**src/include/mips_defs.svh**
```systemverilog
// --------------------------------------------------------------------------
// widths and instruction field positions for the MIPS execute path
// field positions follow the MIPS32 R-type and I-type word layout
// MIPS_REG_BITS also sets the shift-amount width (log2 of MIPS_XLEN)
// --------------------------------------------------------------------------
`ifndef MIPS_DEFS_SVH
`define MIPS_DEFS_SVH

// data and instruction word width
`define MIPS_XLEN       32
// register number width and register count
`define MIPS_REG_BITS   5
`define MIPS_NUM_REGS   32

// primary opcode field, funct shares its width at the bottom of the word
`define MIPS_OPC_HI     31
`define MIPS_OPC_LO     26
// low bit of each register field
`define MIPS_RS_LO      21
`define MIPS_RT_LO      16
`define MIPS_RD_LO      11
`define MIPS_SHAMT_LO   6
// immediate sits in the low bits
`define MIPS_IMM_BITS   16

`endif
```
**src/hdl/mips_pkg.sv**
```systemverilog
// --------------------------------------------------------------------------
// opcode, funct and ALU operation encodings
// only the integer ALU subset is listed, anything else decodes as unknown
// --------------------------------------------------------------------------
package mips_pkg;

   // primary opcodes, bits 31:26
   typedef enum logic [5:0] {
      OP_SPECIAL = 6'h00,
      OP_ADDI    = 6'h08,
      OP_ADDIU   = 6'h09,
      OP_SLTI    = 6'h0a,
      OP_SLTIU   = 6'h0b,
      OP_ANDI    = 6'h0c,
      OP_ORI     = 6'h0d,
      OP_XORI    = 6'h0e,
      OP_LUI     = 6'h0f
   } opcode_t;

   // funct codes under OP_SPECIAL
   // bit 2 set on a shift marks the variable form
   typedef enum logic [5:0] {
      FN_SLL  = 6'h00, FN_SRL  = 6'h02, FN_SRA  = 6'h03,
      FN_SLLV = 6'h04, FN_SRLV = 6'h06, FN_SRAV = 6'h07,
      FN_ADD  = 6'h20, FN_ADDU = 6'h21, FN_SUB  = 6'h22, FN_SUBU = 6'h23,
      FN_AND  = 6'h24, FN_OR   = 6'h25, FN_XOR  = 6'h26, FN_NOR  = 6'h27,
      FN_SLT  = 6'h2a, FN_SLTU = 6'h2b
   } funct_t;

   // execute stage operations
   typedef enum logic [3:0] {
      ALU_ADD, ALU_SUB,
      ALU_AND, ALU_OR, ALU_XOR, ALU_NOR,
      ALU_SLT, ALU_SLTU,
      ALU_SLL, ALU_SRL, ALU_SRA,
      ALU_LUI
   } alu_op_t;

endpackage

```
**src/hdl/mips_stage_if.sv**
```systemverilog
// --------------------------------------------------------------------------
// one instruction moving between pipeline stages
// no handshake, the receiver must take the item in the cycle valid is high
// --------------------------------------------------------------------------
`timescale 1ns/100ps
`include "mips_defs.svh"

interface mips_stage_if;

   logic                       valid;
   // destination register
   logic [`MIPS_REG_BITS-1:0]  dest;
   mips_pkg::alu_op_t          alu_op;
   // operands, op_a carries the result after execute
   logic [`MIPS_XLEN-1:0]      op_a;
   logic [`MIPS_XLEN-1:0]      op_b;
   logic [`MIPS_REG_BITS-1:0]  shamt;

   modport src (output valid, output dest, output alu_op,
                output op_a, output op_b, output shamt);

   modport dst (input valid, input dest, input alu_op,
                input op_a, input op_b, input shamt);

endinterface

```
**src/hdl/mips_top.sv**
```systemverilog
// --------------------------------------------------------------------------
// MIPS integer execute path, decode to execute to writeback
// an instruction acked in cycle A retires with res_valid in cycle A+2
// --------------------------------------------------------------------------
`timescale 1ns/100ps
`include "mips_defs.svh"

module mips_top (
   input  logic                       clk,
   input  logic                       rst_b,
   input  logic                       wb_cyc,
   input  logic                       wb_stb,
   input  logic                       wb_we,
   input  logic [`MIPS_REG_BITS-1:0]  wb_adr,
   input  logic [`MIPS_XLEN-1:0]      wb_dat_w,
   output logic [`MIPS_XLEN-1:0]      wb_dat_r,
   output logic                       wb_ack,
   output logic                       res_valid,
   output logic [`MIPS_REG_BITS-1:0]  res_reg,
   output logic [`MIPS_XLEN-1:0]      res_data
);

   // register file read path
   logic [`MIPS_REG_BITS-1:0] rd_addr_a;
   logic [`MIPS_REG_BITS-1:0] rd_addr_b;
   logic [`MIPS_XLEN-1:0]     rd_data_a;
   logic [`MIPS_XLEN-1:0]     rd_data_b;

   mips_stage_if dec_ex ();
   mips_stage_if ex_wb ();

   mips_decode u_decode (
      .clk (clk), .rst_b (rst_b),
      .wb_cyc (wb_cyc), .wb_stb (wb_stb), .wb_we (wb_we), .wb_adr (wb_adr),
      .wb_dat_w (wb_dat_w), .wb_dat_r (wb_dat_r), .wb_ack (wb_ack),
      .rd_addr_a (rd_addr_a), .rd_addr_b (rd_addr_b),
      .rd_data_a (rd_data_a), .rd_data_b (rd_data_b),
      .ex (dec_ex.src)
   );

   mips_alu u_alu (.clk (clk), .rst_b (rst_b), .dec (dec_ex.dst), .wb (ex_wb.src));

   mips_writeback u_writeback (
      .clk (clk), .rst_b (rst_b), .ex (ex_wb.dst),
      .rd_addr_a (rd_addr_a), .rd_addr_b (rd_addr_b),
      .rd_data_a (rd_data_a), .rd_data_b (rd_data_b),
      .res_valid (res_valid), .res_reg (res_reg), .res_data (res_data)
   );

endmodule

```
**src/hdl/mips_writeback.sv**
```systemverilog
// --------------------------------------------------------------------------
// writeback register, 32-entry register file and result port
// register file has two asynchronous read ports and one write port
// res_valid has no ready, the consumer must take every pulse
// --------------------------------------------------------------------------
`timescale 1ns/100ps
`include "mips_defs.svh"

module mips_writeback (
   input  logic                       clk,
   input  logic                       rst_b,
   mips_stage_if.dst                  ex,
   input  logic [`MIPS_REG_BITS-1:0]  rd_addr_a,
   input  logic [`MIPS_REG_BITS-1:0]  rd_addr_b,
   output logic [`MIPS_XLEN-1:0]      rd_data_a,
   output logic [`MIPS_XLEN-1:0]      rd_data_b,
   output logic                       res_valid,
   output logic [`MIPS_REG_BITS-1:0]  res_reg,
   output logic [`MIPS_XLEN-1:0]      res_data
);

   logic [`MIPS_XLEN-1:0] regs [`MIPS_NUM_REGS];

   // regs clear on reset, entry 0 is never written so $0 stays zero
   always_ff @(posedge clk or negedge rst_b) begin
      if (!rst_b) begin
         for (int i = 0; i < `MIPS_NUM_REGS; i++) begin
            regs[i] <= '0;
         end
         res_valid <= 1'b0;
      end else begin
         res_valid <= ex.valid;
         if (ex.valid && ex.dest != '0) begin
            regs[ex.dest] <= ex.op_a;
         end
      end
   end

   // dest 0 still reports its computed data
   always_ff @(posedge clk) begin
      if (ex.valid) begin
         res_reg  <= ex.dest;
         res_data <= ex.op_a;
      end
   end

   // written on the same edge that raises res_valid
   assign rd_data_a = regs[rd_addr_a];
   assign rd_data_b = regs[rd_addr_b];

endmodule

```
**src/hdl/mips_alu.sv**
```systemverilog
// --------------------------------------------------------------------------
// execute register and integer ALU
// result is combinational from the registered operands, one cycle latency
// add and sub wrap, no overflow trap
// --------------------------------------------------------------------------
`timescale 1ns/100ps
`include "mips_defs.svh"

module mips_alu (
   input  logic        clk,
   input  logic        rst_b,
   mips_stage_if.dst   dec,
   mips_stage_if.src   wb
);

   logic                        ex_valid;
   logic [`MIPS_REG_BITS-1:0]   ex_dest;
   mips_pkg::alu_op_t           ex_alu_op;
   logic [`MIPS_XLEN-1:0]       ex_op_a;
   logic [`MIPS_XLEN-1:0]       ex_op_b;
   logic [`MIPS_REG_BITS-1:0]   ex_shamt;
   logic [`MIPS_XLEN-1:0]       result;

   always_ff @(posedge clk or negedge rst_b) begin
      if (!rst_b) begin
         ex_valid <= 1'b0;
      end else begin
         ex_valid <= dec.valid;
      end
   end

   // payload only loads with a new instruction
   always_ff @(posedge clk) begin
      if (dec.valid) begin
         ex_dest   <= dec.dest;
         ex_alu_op <= dec.alu_op;
         ex_op_a   <= dec.op_a;
         ex_op_b   <= dec.op_b;
         ex_shamt  <= dec.shamt;
      end
   end

   always_comb begin
      case (ex_alu_op)
         mips_pkg::ALU_ADD:  result = ex_op_a + ex_op_b;
         mips_pkg::ALU_SUB:  result = ex_op_a - ex_op_b;
         mips_pkg::ALU_AND:  result = ex_op_a & ex_op_b;
         mips_pkg::ALU_OR:   result = ex_op_a | ex_op_b;
         mips_pkg::ALU_XOR:  result = ex_op_a ^ ex_op_b;
         mips_pkg::ALU_NOR:  result = ~(ex_op_a | ex_op_b);
         // set-less-than gives 0 or 1
         mips_pkg::ALU_SLT:  result = {{(`MIPS_XLEN-1){1'b0}}, $signed(ex_op_a) < $signed(ex_op_b)};
         mips_pkg::ALU_SLTU: result = {{(`MIPS_XLEN-1){1'b0}}, ex_op_a < ex_op_b};
         mips_pkg::ALU_SLL:  result = ex_op_a << ex_shamt;
         mips_pkg::ALU_SRL:  result = ex_op_a >> ex_shamt;
         // arithmetic shift fills with the sign bit
         mips_pkg::ALU_SRA:  result = $unsigned($signed(ex_op_a) >>> ex_shamt);
         // immediate moves to the upper half, low half cleared
         mips_pkg::ALU_LUI:  result = {ex_op_b[`MIPS_IMM_BITS-1:0], {`MIPS_IMM_BITS{1'b0}}};
         default:            result = ex_op_a;
      endcase
   end

   // result rides on op_a towards writeback
   assign wb.valid  = ex_valid;
   assign wb.dest   = ex_dest;
   assign wb.alu_op = ex_alu_op;
   assign wb.op_a   = result;
   assign wb.op_b   = ex_op_b;
   assign wb.shamt  = ex_shamt;

endmodule

```
**src/hdl/mips_decode.sv**
```systemverilog
// --------------------------------------------------------------------------
// Wishbone classic slave, instruction decode and operand fetch
// ack is registered, so transfers take two cycles and never overlap
// master must hold cyc, stb, we, adr and dat_w until ack
// --------------------------------------------------------------------------
`timescale 1ns/100ps
`include "mips_defs.svh"

module mips_decode (
   input  logic                       clk,
   input  logic                       rst_b,
   input  logic                       wb_cyc,
   input  logic                       wb_stb,
   input  logic                       wb_we,
   input  logic [`MIPS_REG_BITS-1:0]  wb_adr,
   input  logic [`MIPS_XLEN-1:0]      wb_dat_w,
   output logic [`MIPS_XLEN-1:0]      wb_dat_r,
   output logic                       wb_ack,
   output logic [`MIPS_REG_BITS-1:0]  rd_addr_a,
   output logic [`MIPS_REG_BITS-1:0]  rd_addr_b,
   input  logic [`MIPS_XLEN-1:0]      rd_data_a,
   input  logic [`MIPS_XLEN-1:0]      rd_data_b,
   mips_stage_if.src                  ex
);

   mips_pkg::opcode_t           opcode;
   mips_pkg::funct_t            funct;
   mips_pkg::alu_op_t           alu_op;
   logic [`MIPS_REG_BITS-1:0]   rs;
   logic [`MIPS_REG_BITS-1:0]   rt;
   logic [`MIPS_REG_BITS-1:0]   rd;
   logic [`MIPS_REG_BITS-1:0]   shamt;
   logic [`MIPS_IMM_BITS-1:0]   imm;
   logic [`MIPS_XLEN-1:0]       imm_ext;
   logic                        known;
   logic                        r_type;
   logic                        sign_imm;
   logic                        is_shift;
   logic                        var_shift;

   // one-cycle ack pulse, a held request cannot re-ack right away
   always_ff @(posedge clk or negedge rst_b) begin
      if (!rst_b) begin
         wb_ack <= 1'b0;
      end else begin
         wb_ack <= wb_cyc & wb_stb & ~wb_ack;
      end
   end

   // instruction fields, word is stable through the ack cycle
   assign opcode = mips_pkg::opcode_t'(wb_dat_w[`MIPS_OPC_HI:`MIPS_OPC_LO]);
   assign funct  = mips_pkg::funct_t'(wb_dat_w[`MIPS_OPC_HI-`MIPS_OPC_LO:0]);
   assign rs     = wb_dat_w[`MIPS_RS_LO +: `MIPS_REG_BITS];
   assign rt     = wb_dat_w[`MIPS_RT_LO +: `MIPS_REG_BITS];
   assign rd     = wb_dat_w[`MIPS_RD_LO +: `MIPS_REG_BITS];
   assign shamt  = wb_dat_w[`MIPS_SHAMT_LO +: `MIPS_REG_BITS];
   assign imm    = wb_dat_w[`MIPS_IMM_BITS-1:0];

   always_comb begin
      known    = 1'b1;
      r_type   = 1'b0;
      sign_imm = 1'b0;
      alu_op   = mips_pkg::ALU_ADD;
      case (opcode)
         mips_pkg::OP_SPECIAL: begin
            r_type = 1'b1;
            case (funct)
               mips_pkg::FN_ADD, mips_pkg::FN_ADDU: alu_op = mips_pkg::ALU_ADD;
               mips_pkg::FN_SUB, mips_pkg::FN_SUBU: alu_op = mips_pkg::ALU_SUB;
               mips_pkg::FN_AND:  alu_op = mips_pkg::ALU_AND;
               mips_pkg::FN_OR:   alu_op = mips_pkg::ALU_OR;
               mips_pkg::FN_XOR:  alu_op = mips_pkg::ALU_XOR;
               mips_pkg::FN_NOR:  alu_op = mips_pkg::ALU_NOR;
               mips_pkg::FN_SLT:  alu_op = mips_pkg::ALU_SLT;
               mips_pkg::FN_SLTU: alu_op = mips_pkg::ALU_SLTU;
               mips_pkg::FN_SLL, mips_pkg::FN_SLLV: alu_op = mips_pkg::ALU_SLL;
               mips_pkg::FN_SRL, mips_pkg::FN_SRLV: alu_op = mips_pkg::ALU_SRL;
               mips_pkg::FN_SRA, mips_pkg::FN_SRAV: alu_op = mips_pkg::ALU_SRA;
               default:           known = 1'b0;
            endcase
         end
         // no overflow trap, so addi behaves as addiu
         mips_pkg::OP_ADDI, mips_pkg::OP_ADDIU: begin
            alu_op   = mips_pkg::ALU_ADD;
            sign_imm = 1'b1;
         end
         mips_pkg::OP_SLTI: begin
            alu_op   = mips_pkg::ALU_SLT;
            sign_imm = 1'b1;
         end
         mips_pkg::OP_SLTIU: begin
            alu_op   = mips_pkg::ALU_SLTU;
            sign_imm = 1'b1;
         end
         mips_pkg::OP_ANDI: alu_op = mips_pkg::ALU_AND;
         mips_pkg::OP_ORI:  alu_op = mips_pkg::ALU_OR;
         mips_pkg::OP_XORI: alu_op = mips_pkg::ALU_XOR;
         mips_pkg::OP_LUI:  alu_op = mips_pkg::ALU_LUI;
         default:           known = 1'b0;
      endcase
   end

   assign is_shift  = alu_op inside {mips_pkg::ALU_SLL, mips_pkg::ALU_SRL, mips_pkg::ALU_SRA};
   // funct bit 2 separates sllv/srlv/srav from the fixed forms
   assign var_shift = is_shift & funct[2];
   assign imm_ext   = {{(`MIPS_XLEN-`MIPS_IMM_BITS){sign_imm & imm[`MIPS_IMM_BITS-1]}}, imm};

   // port a reads rs, or the Wishbone address during a read transfer
   assign rd_addr_a = (wb_cyc & wb_stb & ~wb_we) ? wb_adr : rs;
   assign rd_addr_b = rt;
   assign wb_dat_r  = rd_data_a;

   // unknown opcodes are acked but never enter execute
   assign ex.valid  = wb_ack & wb_we & known;
   assign ex.dest   = r_type ? rd : rt;
   assign ex.alu_op = alu_op;
   // shifts move rt into op_a, the ALU always shifts op_a
   assign ex.op_a   = is_shift ? rd_data_b : rd_data_a;
   assign ex.op_b   = is_shift ? rd_data_a : (r_type ? rd_data_b : imm_ext);
   assign ex.shamt  = var_shift ? rd_data_a[`MIPS_REG_BITS-1:0] : shamt;

endmodule

```
**config.mk**
```make
export PLATFORM = sky130hd
export DESIGN_NAME = mips_top
export DESIGN_NICKNAME = d
export VERILOG_FILES = /design/src/hdl/mips_pkg.sv /design/src/hdl/mips_stage_if.sv /design/src/hdl/mips_top.sv /design/src/hdl/mips_writeback.sv /design/src/hdl/mips_alu.sv /design/src/hdl/mips_decode.sv
export VERILOG_INCLUDE_DIRS = /design/src /design/src/include
export SDC_FILE = /design/constraint.sdc
export NUM_CORES = 2
export LEC_CHECK = 0
export ABC_AREA = 0
export BUFFER_PORTS_ARGS = -buffer_cell sky130_fd_sc_hd__buf_4
export CAP_MARGIN = 15
export CORE_MARGIN = 3
export CORE_UTILIZATION = 50
export DETAILED_ROUTE_END_ITERATION = 7
export PLACE_DENSITY = 0.66
export SYNTH_ARGS = -nofsm -noshare
export SYNTH_HDL_FRONTEND = slang
export SYNTH_HIERARCHICAL = 1
export SYNTH_SLANG_ARGS = --single-unit
```
**constraint.sdc**
```tcl
create_clock -name clk -period 9.7 [get_ports clk]
set_clock_uncertainty 0.05 [all_clocks]
set_input_delay 1.94 -clock clk [delete_from_list [all_inputs] [get_ports clk]]
set_output_delay 1.94 -clock clk [all_outputs]
set_load 0.02 [all_outputs]
```
==> impl_metrics.json <==
{
  "status": "finished, final reports clean",
  "globalRoute.totalOverflow": 0,
  "synth-simple-area-share_pct": 6.89,
  "cp_slowest_cell": "and2_4",
  "syn_avg_cell_area_um2": 10.9,
  "post-route-drc-count": 0,
  "peakVddDrop_mv": 0.150,
  "drt_iter0_drc": 6327,
  "synth_fp_nets": 6600,
  "fin_crit_ps": 7550,
  "area_growth_pct": 8.54,
  "ios": 113,
  "fp.dieArea_um2": 146000,
  "cellPowerDensity_nw_per_um2": 141,
  "cp_num_buf_inv": 3,
  "clock_latency_ps": 760,
  "synth-edff-count": 115,
  "place_inst": 7939,
  "synth_top_family_by_area": "multiplexers",
  "worstPathCellList": "buf_4 -> or2_2 -> mux2_2 -> and2_4 -> buf_4 -> a22o_1 -> nor3_1 -> a31oi_1 -> nand3_1 -> buf_4",
  "yosys_warnings": 6,
  "synthXorXnorAreaFrac_pct": 0.124,
  "root_buffer": "clkbuf_16",
  "gp_congestion": 1.02,
  "required_ps": 7710,
  "synth-compound-area-share_pct": 11.2,
  "power_frac_clock_pct": 43.9,
  "setup.worst_path.class": "input pin to output port",
  "slowest_delay_ps": 720,
  "ys_seq_elements": 1142,
  "timing.final.max_slew_violations": 0,
  "final_common_cell": "mux2i_1",
  "synthesis.area_um2": 70500,
  "die_x_um": 381,
  "switching_share_pct": 26.1,
  "initial_utilization_pct": 50.5,
  "clkTransAtPathRegs_ps": 60,
  "leakage_nw": 36.6,
  "finalNetCount": 6332,
  "tritoncts.num_buffers": 121,
  "n_fill_cell": 12000,
  "cp-endpoint": "wb_dat_r[11]",
  "synth_cell_types": 97,
  "core_um2": 140000,
  "yosysSeqAreaShare_pct": 41.4,
  "relSlewSlack_pct": 19.1,
  "wl_per_cell_um": 31.1,
  "hold_buffers": 0,
  "setup-tns-final_ps": 0,
  "synthMuxAreaShare_pct": 33.6,
  "combPwrFrac_pct": 10.7,
  "critical_path.max_fanout": 40,
  "setup_viol": 0,
  "final_cell_mix": "mux2i_1 (1,099), dfrtp_1 (1,026), mux2_2 (999), nand2_1 (402), a21oi_1 (348)",
  "hp-class": "flip-flop to flip-flop",
  "grt_start_max_net_pins": 188,
  "portBuffers": 112,
  "cts_max_level": 3,
  "cp.arrival_ps": 5560,
  "timing.rr.start": "u_alu/wb.op_b[1]",
  "rr_endpoint": "u_writeback/regs[87]",
  "worst_pin_slew_ps": 1210,
  "cp_common_cell": "buf_4",
  "antenna_found_initial": 5,
  "synthCells": 6457,
  "cts_sinks": 1142,
  "ant_nets": 0,
  "core.rowCount": 137,
  "drive_gt1_share_pct": 25.7,
  "vias": 54600,
  "grt_pass1_vias": 53100,
  "worst-r2r-cell-count": 12,
  "wl_um": 254000,
  "crit_cells": 10,
  "dieHeight_um": 381,
  "synthFlopType": "dfrtp_1",
  "avgViaCountPerCell": 6.69,
  "largest-register": "u_writeback/regs",
  "grt.total_usage_pct": 33.9,
  "async_flop_share_pct": 89.9,
  "cts_tree": "built",
  "cts-resized-gates": 0,
  "worstSetupStartpointType": "input pin",
  "cts_setup_buffers": 0,
  "rsz0062_at_grt": "no",
  "crit_family": "simple AND/OR/NAND/NOR gates",
  "hold_viol_final": 0,
  "clock.fmax_mhz": 132,
  "layout.cells.non_filler": 8172,
  "power_switching_mw": 2.81,
  "critPathLaunch": "wb_we",
  "period_share_pct": 77.9,
  "synth_adder_area_share_pct": 1.81,
  "dr.pass1.iters": 5,
  "grt_pass1_wl_um": 369000,
  "p_total_mw": 10.8,
  "p_int_mw": 7.94,
  "finalWorstSetupSlack_ps": 2150,
  "largest_register_ffs": 1024,
  "cap_violations": 0,
  "clk_path_buf_depth": 3,
  "dp_hpwl_um": 151000,
  "end_kind": "output port",
  "p_seq_share_pct": 45.4,
  "post-place-ws_ps": 2340,
  "ff2ff_setup_slack_ps": 3970
}
## cell type report
| type | instances | area, um2 | area share, % |
|---|---|---|---|
| repair buffers | 273 | 2320 | 3.03 |
| well taps | 1876 | 2350 | 3.07 |
| clock inverters | 47 | 450 | 0.589 |
| diodes | 3 | 7.51 | 0.00981 |
| clock buffers | 180 | 3570 | 4.67 |
| multi-input cells | 4532 | 38200 | 49.9 |
| flip-flops and latches | 1142 | 29200 | 38.1 |
| inverters | 119 | 447 | 0.584 |
## Yosys cell counts (all sizes together) (9+ instances only)
cell type | number | area (um2)
a2111oi | 9 | 97.6
a211oi | 25 | 188
a21o | 19 | 143
a21oi | 349 | 1750
a221oi | 19 | 166
a22o | 131 | 1150
a22oi | 221 | 1660
a31oi | 121 | 757
and2 | 13 | 81.3
buf | 347 | 1880
clkbuf | 317 | 1190
dfrtp | 1027 | 25700
edfxtp | 115 | 3450
ha | 99 | 1240
inv | 117 | 439
mux2 | 1059 | 12000
mux2i | 1099 | 11000
mux4 | 29 | 653
nand2 | 416 | 1560
nand2b | 16 | 100
nand3 | 218 | 1110
nand4 | 10 | 62.6
nor2 | 198 | 746
nor2b | 22 | 138
nor3 | 100 | 523
nor4 | 13 | 103
o211ai | 23 | 173
o21ai | 100 | 500
o21bai | 13 | 97.6
o22a | 9 | 78.8
o22ai | 27 | 169
o31ai | 13 | 97.6
o32a | 16 | 160
or2 | 9 | 56.3
or3 | 9 | 56.3
## routing by layer
layer	part of all wire (%)	wire length (um)	vias to the layer above	track usage [%]
met5	0	0	-	0
met4	5.6	14300	0	16.8
met3	9.6	24400	608	7.53
met2	44	111000	2829	51.4
met1	41	104000	27900	45.9
li1	-	-	23300	-
## worst min path at each step
stage | from | to | cells after the start
after detailed placement | u_writeback/regs[1020] | u_writeback/regs[1020] | 0
after global placement | u_writeback/regs[1007] | u_writeback/regs[1007] | 0
after CTS | u_writeback/regs[1011] | u_writeback/regs[1011] | 0
after global routing | u_writeback/regs[1007] | u_writeback/regs[1007] | 0
final | u_writeback/regs[1011] | u_writeback/regs[1011] | 0
after floorplan | u_alu/wb.dest[0] | u_writeback/res_reg[0] | 0
## through the flow
| step | cell area [um2] | hold slack (ps) | utilization [%] |
|---|---|---|---|
| global placement | 72400 | 334 | 51.8 |
| floorplan | 70500 | 371 | - |
| global route | 76500 | 364 | 54.8 |
| detailed placement | 72400 | 338 | 51.8 |
| finish | 76500 | 351 | 54.8 |
| CTS | 76500 | 351 | 54.7 |
## power by group through the flow
stage / combinational [mW] / sequential (mW) / clock [mW]
detailed placement: 1.12 / 4.97 / 0
finish: 1.15 / 4.89 / 4.72
CTS: 1.12 / 4.89 / 4.77
global placement: 1.11 / 4.97 / 0
global route: 1.19 / 4.89 / 4.97
floorplan: 0.684 / 4.97 / 0
## cell families (layout without fill, tap and decap cells)
group	Yosys count	after routing
xor+xnor	10	10
simple gates	1060	1060
mux	2187	2187
flops	1142	1142
other cells	0	3
buf+inv	783	619
compound gates	1174	1174
fa+ha+maj	101	101
Power figures use the tool's default switching activity.
